<file path="config.mk">
export PLATFORM = sky130hd
export DESIGN_NAME = memory_arbiter
export DESIGN_NICKNAME = d
export VERILOG_FILES = /design/src/common/bus_pkg.sv /design/src/memory_arbiter/memory_arbiter.sv
export SDC_FILE = /design/constraint.sdc
export NUM_CORES = 1
export LEC_CHECK = 0
export BUFFER_PORTS_ARGS = -buffer_cell sky130_fd_sc_hd__buf_2
export CORE_AREA = 2 2 116 118
export CTS_BUF_LIST = sky130_fd_sc_hd__clkbuf_4
export CTS_CLUSTER_DIAMETER = 30
export DETAILED_ROUTE_END_ITERATION = 16
export DIE_AREA = 0 0 118 120
export PLACE_DENSITY = 0.44
export SYNTH_ARGS = -nofsm -noshare
export SYNTH_HDL_FRONTEND = slang
export SYNTH_SLANG_ARGS = --single-unit
</file>
<file path="constraint.sdc">
create_clock -name CLK -period 2.01 [get_ports CLK]
set_clock_uncertainty 0.15 [all_clocks]
set_input_delay 0.402 -clock CLK [delete_from_list [all_inputs] [get_ports CLK]]
set_output_delay 0.402 -clock CLK [all_outputs]
set_load 0.005 [all_outputs]
</file>
<file path="src/common/bus_pkg.sv">
package bus_pkg;

	// byte address and data word widths shared by both cache ports
	localparam int ADDR_W = 32;
	localparam int WORD_W = 32;

	typedef logic [ADDR_W-1:0] addr_t;
	typedef logic [WORD_W-1:0] word_t;

	// arbiter FSM, two bits wide
	typedef enum logic [1:0] {
		idle     = 2'd0, // no grant, forwards winner combinationally
		irequest = 2'd1, // icache holds the grant
		drequest = 2'd2  // dcache holds the grant
	} arb_state_t;

endpackage

</file>
<file path="src/memory_arbiter/memory_arbiter.sv">
`timescale 1ns/1ns

module memory_arbiter (
	input  logic            CLK,
	input  logic            arst_n,

	input  logic            icache_ren,
	input  logic            icache_wen,
	input  bus_pkg::addr_t  icache_addr,
	input  bus_pkg::word_t  icache_wdata,
	output logic            icache_busy,
	output bus_pkg::word_t  icache_rdata,

	input  logic            dcache_ren,
	input  logic            dcache_wen,
	input  bus_pkg::addr_t  dcache_addr,
	input  bus_pkg::word_t  dcache_wdata,
	output logic            dcache_busy,
	output bus_pkg::word_t  dcache_rdata,

	output logic            mem_ren,
	output logic            mem_wen,
	output bus_pkg::addr_t  mem_addr,
	output bus_pkg::word_t  mem_wdata,
	input  logic            mem_busy,
	input  bus_pkg::word_t  mem_rdata
);

	bus_pkg::arb_state_t state, next_state;

	always_ff @(posedge CLK or negedge arst_n) begin
		if (!arst_n) begin
			state <= bus_pkg::idle;
		end else begin
			state <= next_state;
		end
	end

	// request steering and response return
	always_comb begin
		icache_busy  = 1'b1; // both ports stall unless granted and done
		dcache_busy  = 1'b1;
		icache_rdata = '0;
		dcache_rdata = '0;
		mem_ren      = 1'b0;
		mem_wen      = 1'b0;
		mem_addr     = '0;
		mem_wdata    = '0;

		case (state)
			bus_pkg::idle: begin
				// fixed priority: dwrite, dread, iread, iwrite
				if (dcache_wen) begin
					mem_wen   = 1'b1;
					mem_addr  = dcache_addr;
					mem_wdata = dcache_wdata;
				end else if (dcache_ren) begin
					mem_ren  = 1'b1;
					mem_addr = dcache_addr;
				end else if (icache_ren) begin
					mem_ren  = 1'b1;
					mem_addr = icache_addr;
				end else if (icache_wen) begin
					mem_wen   = 1'b1;
					mem_addr  = icache_addr;
					mem_wdata = icache_wdata;
				end
			end

			bus_pkg::irequest: begin
				mem_addr = icache_addr;
				if (icache_wen) begin
					mem_wen   = 1'b1;
					mem_wdata = icache_wdata;
				end else begin
					mem_ren = 1'b1;
				end

				if (!mem_busy) begin
					icache_busy = 1'b0; // completion cycle
					if (!icache_wen) begin
						icache_rdata = mem_rdata;
					end
				end
			end

			bus_pkg::drequest: begin
				mem_addr = dcache_addr;
				if (dcache_wen) begin
					mem_wen   = 1'b1;
					mem_wdata = dcache_wdata;
				end else begin
					mem_ren = 1'b1;
				end

				if (!mem_busy) begin
					dcache_busy = 1'b0;
					if (!dcache_wen) begin
						dcache_rdata = mem_rdata;
					end
				end
			end

			default: begin
				// unused encoding, outputs stay at defaults
			end
		endcase
	end

	// next state
	always_comb begin
		next_state = state;

		case (state)
			bus_pkg::idle: begin
				if (dcache_wen || dcache_ren) begin
					next_state = bus_pkg::drequest;
				end else if (icache_ren || icache_wen) begin
					next_state = bus_pkg::irequest;
				end
			end

			bus_pkg::irequest,
			bus_pkg::drequest: begin
				if (!mem_busy) begin
					next_state = bus_pkg::idle; // grant released after completion
				end
			end

			default: next_state = bus_pkg::idle;
		endcase
	end

endmodule

</file>
==> results of run 1 <==
## power by group through the flow
stage	clock network [mW]	logic (mW)	registers [mW]
CTS	0.0986	3.21	0.0694
detailed placement	0	2.55	0.0669
floorplan	0	1.32	0.0725
finish	0.0924	3.21	0.0688
global route	0.106	3.48	0.0709
global placement	0	2.52	0.0659
## cell usage after synthesis (2+ instances only)
cell	count	area [µm²]
o21ai_0	3	15.0
ha_1	4	50.1
nor2_1	66	248
inv_1	5	18.8
buf_2	3	15.0
a22o_1	34	298
a22o_2	30	300
a21oi_1	5	25.0
buf_6	3	33.8
nand2b_1	37	231
clkbuf_1	17	63.8
dfrtp_1	2	50.1
## timing repair
action | CTS | global route
hold endpoints to repair | 2 | 0
setup endpoints to repair | 130 | 131
pin swaps | 13 | 4
cloned | 8 | 0
hold buffers | 1 | 0
gates resized for setup | 44 | 70
setup buffers | 14 | 3
## worst reg2reg max path, stage by stage (launching register included)
cell	delay (ns)
dfrtp_1	0.38
inv_2	0.08
ha_4	0.13
or3b_4	0.39
buf_4	0.14
a21oi_1	0.13
## metrics by stage
stage	util	hold slack [ns]	cell area, µm²	setup WS (ns)
floorplan	-	-0.0436	1460	-0.172
global placement	0.252	0.0397	3280	-0.286
detailed placement	0.252	0.0428	3280	-0.305
CTS	0.292	0.337	3790	-0.515
global route	0.299	0.354	3890	-0.618
finish	0.299	0.355	3890	-0.490
## logic make-up (layout without fill, tap and decap cells)
family / after synthesis / in the layout / share of synthesized area
DFF: 2 / 2 / 0.0347
and+or+nand+nor: 108 / 108 / 0.359
AOI/OAI and AO/OA: 78 / 78 / 0.481
buffers and inverters: 28 / 345 / 0.0910
adders and majority gates: 4 / 4 / 0.0347
## path summary, 6_finish.rpt
check	endpoint	slack (ns)	cells after the start
min	state[0]$_DFFE_PN0P_	0.36	2
min in group CLK	state[1]$_DFFE_PN0P_	0.48	2
max in group asynchronous	state[1]$_DFFE_PN0P_	1.25	2
max	mem_addr[3]	-0.49	10
min reg2reg	state[1]$_DFFE_PN0P_	0.48	2
max reg2reg	state[0]$_DFFE_PN0P_	0.51	5
## metal layers
layer / part of all wire / vias to the layer above
li1: - / 1429
met1: 0.41 / 1347
met2: 0.51 / 168
met3: 0.076 / 4
met4: 0.0037 / 0
met5: 0 / -
## layout make-up
| cell class | count | area, µm² | share of cell area |
|---|---|---|---|
| Timing Repair Buffer | 337 | 2030 | 0.523 |
| Sequential cell | 2 | 50.0 | 0.0129 |
| Clock buffer | 3 | 22.5 | 0.00580 |
| Inverter | 5 | 18.8 | 0.00483 |
| Tap cell | 176 | 220 | 0.0567 |
| Multi-Input combinational cell | 190 | 1540 | 0.397 |
==> flow_metrics.py, run 1 <==
metrics = {
    "worst_setup_path": {
        "cp-startpoint": "state[1]$_DFFE_PN0P_",
        "family_with_the_most_delay_on_the_worst_path": "buffers and inverters",
        "critPathSlowestCell": "dfrtp_1",
        "timing.setup.critical_path_class": "reg2out",
        "cells_along_the_critical_path": "inv_2 -> buf_4 -> buf_6 -> ha_4 -> inv_1 -> o22ai_4 -> buf_4 -> buf_16 -> a22o_1 -> buf_2",
        "timing.critical_path.from_type": "flip-flop",
        "cp.buffers_inverters": 7,
        "r2r_start": "state[1]$_DFFE_PN0P_",
        "crit_required_ns": 1.46,
        "max_stage_delay_ns": 0.35,
        "crit_path_frequent_cell": "buf_4",
        "cp_max_fo": 8,
        "cp-end-kind": "output pin",
        "worst-endpoint-arrival_ns": 1.95,
    },
    "finish": {
        "areaGrowthSynthToFinish_pct": 169,
        "num-fill-cells": 1436,
        "insertedDiodeCount": 0,
        "final_cell_mix": "buf_2 (296), nor2_2 (44), nand2b_1 (35)",
        "layout.cells.most_common": "buf_2",
        "largestRegisters": "state (2)",
        "drive_above_1_share": 0.823,
        "finish.cell_count_without_fillers": 713,
        "largest_reg_flops": 2,
        "top_register": "state",
        "layout.nets": 710,
    },
    "run_status": {
        "failed_checks": "negative setup slack",
        "result_of_the_run": "complete, but fails checks",
    },
    "logic_synthesis": {
        "mappedNetlistArea_um2": 1440,
        "synth-async-reset-ratio": 1.00,
        "postSynthNetCount": 391,
        "synth_edf_count": 0,
        "avg_inst_size_synth_um2": 6.56,
        "seq_area_frac_synth": 0.0347,
        "ys.flop_type": "dfrtp_1",
        "synth.distinct_cells": 23,
        "synth_warn": 0,
        "netlist_instances": 220,
        "yosys_register_bits": 2,
    },
    "placement": {
        "numPlacedInstances": 691,
        "detailed_placer_s_ending_hpwl_mm": 7.71,
        "port_buffers": 298,
        "gpl.final_weighted_congestion": 0.796,
    },
    "route": {
        "remaining_drc_errors": 0,
        "drt_pass1_iterations": 6,
        "routed-via-count": 2948,
        "dr_vias_cell": 4.13,
        "drt_iter0_markers": 117,
        "post_detailed_route_wirelength_per_cell_um": 14.5,
        "drt_wl_total_mm": 10.4,
        "final_antenna_net_count": 0,
    },
    "power_and_ir_drop": {
        "clkPwrFrac": 0.027,
        "p_leak_nw": 2.20,
        "switching_power_mw": 1.48,
        "p_int_mw": 1.89,
        "fin_total_pwr_mw": 3.37,
        "p_seq_frac": 0.020,
        "power_switching_share": 0.439,
        "pwr_density_cell_nw_per_um2": 868,
        "combPwrFrac": 0.952,
        "ir_drop_uv": 470,
    },
    "cts": {
        "cts_num_sinks": 2,
        "cts_tree": "yes",
        "insertion_delay_ns": 0.23,
        "clk_path_buf_depth": 2,
        "cts-buffers-inserted": 3,
        "cts_htree_levels": 1,
        "root_buffer": "clkbuf_4",
        "clkSlewWorstSetupHoldPaths_ns": 0.03,
    },
    "grt": {
        "grt_first_pass_wirelength_mm": 15.1,
        "gr_layer_usage_met1": 0.164,
        "gr-total-overflow": 0,
        "antenna_found_initial": 0,
        "grt_start_max_net_pins": 37,
        "gr-usage-met2": 0.241,
        "globalRoute.busiestLayer": "met2",
        "grt.met3_usage": 0.0261,
        "number_of_global_route_vias_before_repair": 2830,
        "gr-usage-all-layers": 0.132,
    },
    "die": {
        "fp.dieH_um": 120,
        "core_area_um2": 13000,
        "io-pin-count": 299,
        "initial_utilization": 0.111,
        "floorplan.die.width_um": 118,
        "overall_die_area_um2": 14200,
        "placement_rows": 42,
    },
    "timing": {
        "fin_crit_ns": 2.50,
        "fin_tns_setup_ns": -46.81,
        "fmax_mhz": 400,
        "grt_setup_unrepaired": "true",
        "finalCritPeriodShare": 1.24,
        "timing_hold_violations_final": 0,
        "slew_headroom": 0.661,
        "setup_viol_count_final": 131,
        "report.final.slew_viol_count": 0,
        "setup_ws_ns": -0.490,
        "worst_pin_slew_ns": 0.508,
    },
    "min_path": {
        "holdCritPathClass": "in2async",
    },
    "flow_run": {
        "max_cap_viol_count": 0,
    },
}
(Power assumes the default switching activity.)
==> run 2: changes to the inputs <==
- REMOVE_ABC_BUFFERS: not set -> 1
==> flow_metrics.py, run 2 (same netlist as run 1, synthesis figures left out) <==
metrics = {
    "run_status": {
        "result_of_the_run": "complete, but fails checks",
        "failed_checks": "negative setup slack",
    },
    "finish": {
        "areaGrowthSynthToFinish_pct": 179,
        "num-fill-cells": 1410,
        "largestRegisters": "state (2)",
        "sequential_cell_area_um2": 50.0,
        "multi_input_area_um2": 1520,
        "layout.cells.most_common": "buf_2",
        "insertedDiodeCount": 0,
        "drive_above_1_share": 0.776,
        "top_register": "state",
        "largest_reg_flops": 2,
        "final_cell_mix": "buf_2 (284), nor2_1 (36), a22o_1 (34), nand2b_1 (34), nor2_2 (27)",
        "layout.nets": 712,
    },
    "grt": {
        "gr-total-overflow": 0,
        "gr-usage-all-layers": 0.128,
        "grt_start_max_net_pins": 37,
        "number_of_global_route_vias_before_repair": 2871,
        "antenna_found_initial": 0,
        "grt_first_pass_wirelength_mm": 14.8,
    },
    "timing": {
        "finalCritPeriodShare": 1.29,
        "grt_setup_unrepaired": "true",
        "timing_hold_violations_final": 0,
        "fin_tns_setup_ns": -43.51,
        "fin_crit_ns": 2.59,
        "worst_pin_slew_ns": 0.473,
        "fmax_mhz": 387,
        "setup_ws_ns": -0.576,
        "hold_ws_ns": 0.346,
        "slew_headroom": 0.685,
        "setup_viol_count_final": 130,
        "report.final.slew_viol_count": 0,
    },
    "cts": {
        "cts_htree_levels": 1,
        "root_buffer": "clkbuf_4",
        "clkSlewWorstSetupHoldPaths_ns": 0.03,
        "cts_num_sinks": 2,
        "insertion_delay_ns": 0.22,
        "clk_path_buf_depth": 2,
        "cts-buffers-inserted": 3,
        "cts_tree": "yes",
    },
    "placement": {
        "detailed_placer_s_ending_hpwl_mm": 7.53,
        "gpl.final_weighted_congestion": 0.799,
        "port_buffers": 298,
        "placement.setup.worst_slack_ns": -0.371,
    },
    "die": {
        "core_area_um2": 13000,
        "io-pin-count": 299,
        "floorplan.die.width_um": 118,
        "overall_die_area_um2": 14200,
        "fp.dieH_um": 120,
        "initial_utilization": 0.111,
        "placement_rows": 42,
    },
    "route": {
        "routed-via-count": 2990,
        "final_antenna_net_count": 0,
        "post_detailed_route_wirelength_per_cell_um": 14.3,
        "drt_pass1_iterations": 4,
        "dr_vias_cell": 4.18,
        "drt_wl_total_mm": 10.2,
        "drt_iter0_markers": 72,
        "remaining_drc_errors": 0,
    },
    "worst_setup_path": {
        "timing.setup.critical_path_class": "reg2out",
        "cp_max_fo": 8,
        "r2r_start": "state[1]$_DFFE_PN0P_",
        "cp-end-kind": "output pin",
        "worst-endpoint-arrival_ns": 2.03,
        "crit_required_ns": 1.46,
        "cp-startpoint": "state[1]$_DFFE_PN0P_",
        "timing.critical_path.from_type": "flip-flop",
    },
    "flow_run": {
        "max_cap_viol_count": 0,
    },
    "power_and_ir_drop": {
        "ir_drop_uv": 444,
        "p_leak_nw": 2.29,
        "pwr_density_cell_nw_per_um2": 880,
    },
    "min_path": {
        "holdCritPathClass": "in2async",
    },
}
-- run 2: through the flow --
stage                     power [mW]   util  area (µm²)  cells
final                           3.55  0.311        4030    715
after global routing            3.83  0.311        4030    715
after CTS                       3.54  0.310        4020    716
after detailed placement        2.65  0.253        3280    692
after global placement          2.61  0.253        3280    692
after floorplan                 1.27      -        1330    197
-- run 2: report_power, final --
group / switching (mW) / internal, mW / total, mW
clock: 0.0234 / 0.0659 / 0.0893
sequential: 0.0101 / 0.0580 / 0.0682
combinational: 1.47 / 1.92 / 3.39
total: 1.50 / 2.04 / 3.55
-- run 2: timing repair --
| action | in CTS | in global routing |
|---|---|---|
| buffers inserted | 12 | 3 |
| setup endpoints to repair | 130 | 131 |
| pin swaps | 13 | 4 |
| hold buffers | 1 | 0 |
| cloned | 9 | 1 |
| hold endpoints to repair | 2 | 0 |
| gates resized for setup | 76 | 16 |
-- run 2: critical path, cell delays in order (launching register included) --
cell	delay [ns]
dfrtp_1	0.37
inv_2	0.09
ha_4	0.13
or4b_4	0.46
a21oi_4	0.15
buf_12	0.13
buf_12	0.11
buf_16	0.12
a22o_2	0.14
buf_2	0.10
-- run 2: worst paths after layout --
path                                         to  slack (ns)  cells past startpoint
hold / removal             state[1]$_DFFE_PN0P_        0.35                      2
min in group CLK           state[0]$_DFFE_PN0P_        0.50                      4
max in group asynchronous  state[0]$_DFFE_PN0P_        1.27                      2
setup / recovery                   mem_wdata[8]       -0.58                      9
setup reg to reg           state[1]$_DFFE_PN0P_        0.38                      8
hold reg to reg            state[1]$_DFFE_PN0P_        0.55                      3
-- run 2: layout make-up --
cell class              instances  share of cell area
clock buffers                   3             0.00559
inverters                       5             0.00466
multi-input cells             190               0.378
flip-flops and latches          2              0.0124
well taps                     176              0.0546
repair buffers                339               0.545
-- run 2: metal layers --
metal / part of all wire / wire, µm / GRT usage
met5: 0 / 0 / 0
met4: 0.0067 / 68 / 0.0166
met3: 0.065 / 666 / 0.0166
met2: 0.53 / 5380 / 0.241
met1: 0.40 / 4100 / 0.157
==> run 3: changes to the inputs <==
--- a/config.mk
+++ b/config.mk
@@ -7,3 +7,3 @@
 export LEC_CHECK = 0
-export BUFFER_PORTS_ARGS = -buffer_cell sky130_fd_sc_hd__buf_2
+export BUFFER_PORTS_ARGS = -buffer_cell sky130_fd_sc_hd__clkbuf_2
 export CORE_AREA = 2 2 116 118
==> constraint.sdc (replaced) <==
create_clock -name CLK -period 2.01 [get_ports CLK]
set_clock_uncertainty 0.15 [all_clocks]
set_input_delay 0.603 -clock CLK [delete_from_list [all_inputs] [get_ports CLK]]
set_output_delay 0.603 -clock CLK [all_outputs]
set_load 0.005 [all_outputs]
==> flow_metrics.py, run 3 (same netlist as run 1, synthesis figures left out) <==
metrics = {
    "run_status": {
        "result_of_the_run": "complete, but fails checks",
        "failed_checks": "negative setup slack",
    },
    "finish": {
        "areaGrowthSynthToFinish_pct": 214,
        "largestRegisters": "state (2)",
        "finish.cell_count_without_fillers": 724,
        "insertedDiodeCount": 0,
        "layout.cells.most_common": "clkbuf_2",
        "layout.nets": 721,
        "num-fill-cells": 1341,
        "final_cell_mix": "clkbuf_2 (227), nor2_2 (42), buf_2 (41)",
        "top_register": "state",
        "drive_above_1_share": 0.827,
        "largest_reg_flops": 2,
        "design_area_um2": 4530,
    },
    "route": {
        "drt_wl_total_mm": 11.3,
        "drt_iter0_markers": 80,
        "remaining_drc_errors": 0,
        "drt_pass1_iterations": 4,
        "routed-via-count": 3042,
        "dr_vias_cell": 4.20,
        "final_antenna_net_count": 0,
        "post_detailed_route_wirelength_per_cell_um": 15.5,
    },
    "timing": {
        "finalCritPeriodShare": 1.37,
        "setup_viol_count_final": 132,
        "report.final.slew_viol_count": 0,
        "fmax_mhz": 363,
        "setup_ws_ns": -0.748,
        "timing_hold_violations_final": 0,
        "fin_crit_ns": 2.76,
        "grt_setup_unrepaired": "true",
        "slew_headroom": 0.835,
        "worst_pin_slew_ns": 0.248,
        "hold_ws_ns": 0.485,
    },
    "die": {
        "floorplan.die.width_um": 118,
        "placement_rows": 42,
        "io-pin-count": 299,
        "initial_utilization": 0.111,
        "overall_die_area_um2": 14200,
        "fp.dieH_um": 120,
        "core_area_um2": 13000,
    },
    "placement": {
        "gpl.final_weighted_congestion": 0.774,
        "port_buffers": 298,
        "numPlacedInstances": 696,
        "detailed_placer_s_ending_hpwl_mm": 7.41,
        "postPlaceCellArea_um2": 3320,
    },
    "cts": {
        "clkSlewWorstSetupHoldPaths_ns": 0.03,
        "cts-buffers-inserted": 3,
        "cts_htree_levels": 1,
        "root_buffer": "clkbuf_4",
        "clk_path_buf_depth": 2,
        "cts_num_sinks": 2,
        "insertion_delay_ns": 0.23,
        "cts_tree": "yes",
    },
    "grt": {
        "grt_first_pass_wirelength_mm": 15.4,
        "antenna_found_initial": 0,
        "gr-usage-all-layers": 0.135,
        "number_of_global_route_vias_before_repair": 2900,
        "grt_start_max_net_pins": 34,
        "gr-total-overflow": 0,
    },
    "power_and_ir_drop": {
        "p_leak_nw": 2.46,
        "fin_total_pwr_mw": 4.25,
        "ir_drop_uv": 415,
        "pwr_density_cell_nw_per_um2": 937,
    },
    "worst_setup_path": {
        "rr_worst_depth": 7,
        "reg2reg_slack_ns": 0.30,
        "crit_required_ns": 1.26,
        "timing.critical_path.from_type": "flip-flop",
        "worstReg2RegEnd": "state[0]$_DFFE_PN0P_",
        "timing.setup.critical_path_class": "reg2out",
        "r2r_start": "state[1]$_DFFE_PN0P_",
        "cp_max_fo": 8,
        "worst-endpoint-arrival_ns": 2.00,
        "cp-end-kind": "output pin",
    },
    "min_path": {
        "holdCritPathClass": "reg2reg",
        "worst_hold_path.num_cells": 2,
        "min_delay_worst_endpoint": "state[1]$_DFFE_PN0P_",
        "holdCritStartpoint": "state[1]$_DFFE_PN0P_",
    },
    "flow_run": {
        "max_cap_viol_count": 0,
    },
}
## run 3: through the flow
stage          setup slack (ns)   util  TNS, ns
4_1_cts                  -0.749  0.316   -73.10
2_1_floorplan             -1.04      -   -67.54
6_report                 -0.748  0.349   -73.01
3_3_place_gp             -0.640  0.256   -48.39
5_1_grt                  -0.845  0.349   -84.35
3_5_place_dp             -0.667  0.256   -48.74
## run 3: worst max path at each step
stage | from | end | slack [ns] | depth (start not counted)
3_3_place_gp | icache_ren | mem_wdata[4] | -0.64 | 6
5_1_grt | state[1]$_DFFE_PN0P_ | mem_addr[10] | -0.84 | 9
3_5_place_dp | icache_ren | mem_wdata[23] | -0.67 | 6
4_1_cts | state[1]$_DFFE_PN0P_ | mem_addr[1] | -0.75 | 9
6_report | state[1]$_DFFE_PN0P_ | mem_wdata[6] | -0.75 | 8
2_1_floorplan | state[0]$_DFFE_PN0P_ | mem_addr[0] | -1.04 | 5
## run 3: per-layer routing
metal	vias up	GRT usage	wire length [µm]
met5	-	0	0
met2	163	0.256	6170
met4	0	0.0151	72
li1	1453	-	-
met3	4	0.0147	672
met1	1422	0.168	4340
## run 3: final cells by class
class | count | area, µm² | share of cell area
clock buffer | 3 | 22.5 | 0.00497
timing repair buffer | 348 | 2430 | 0.536
sequential | 2 | 50.0 | 0.0110
inverter | 5 | 18.8 | 0.00414
multi-input combinational | 190 | 1790 | 0.395
tap | 176 | 220 | 0.0486
## run 3: critical path: stages, from the launching register on
cell and delay (ns):
dfrtp_1 0.37, inv_2 0.09, ha_4 0.14, or4b_4 0.47
a21oi_4 0.16, buf_12 0.15, clkbuf_16 0.16, a22o_1 0.13
clkbuf_2 0.10
## run 3: what timing repair did
action / in CTS / in global routing
gates resized for setup: 80 / 139
pin swaps: 50 / 34
setup endpoints to repair: 132 / 132
hold buffers: 1 / 0
hold endpoints to repair: 1 / 0
buffers inserted: 15 / 2
gates cloned: 11 / 3
## run 3: power breakdown
| part | total (mW) | leakage (nW) | internal [mW] | switching, mW |
|---|---|---|---|---|
| clock | 0.0896 | 0.0138 | 0.0659 | 0.0237 |
| combinational | 4.09 | 2.42 | 2.35 | 1.74 |
| sequential | 0.0684 | 0.0254 | 0.0580 | 0.0103 |
| total | 4.25 | 2.46 | 2.48 | 1.77 |
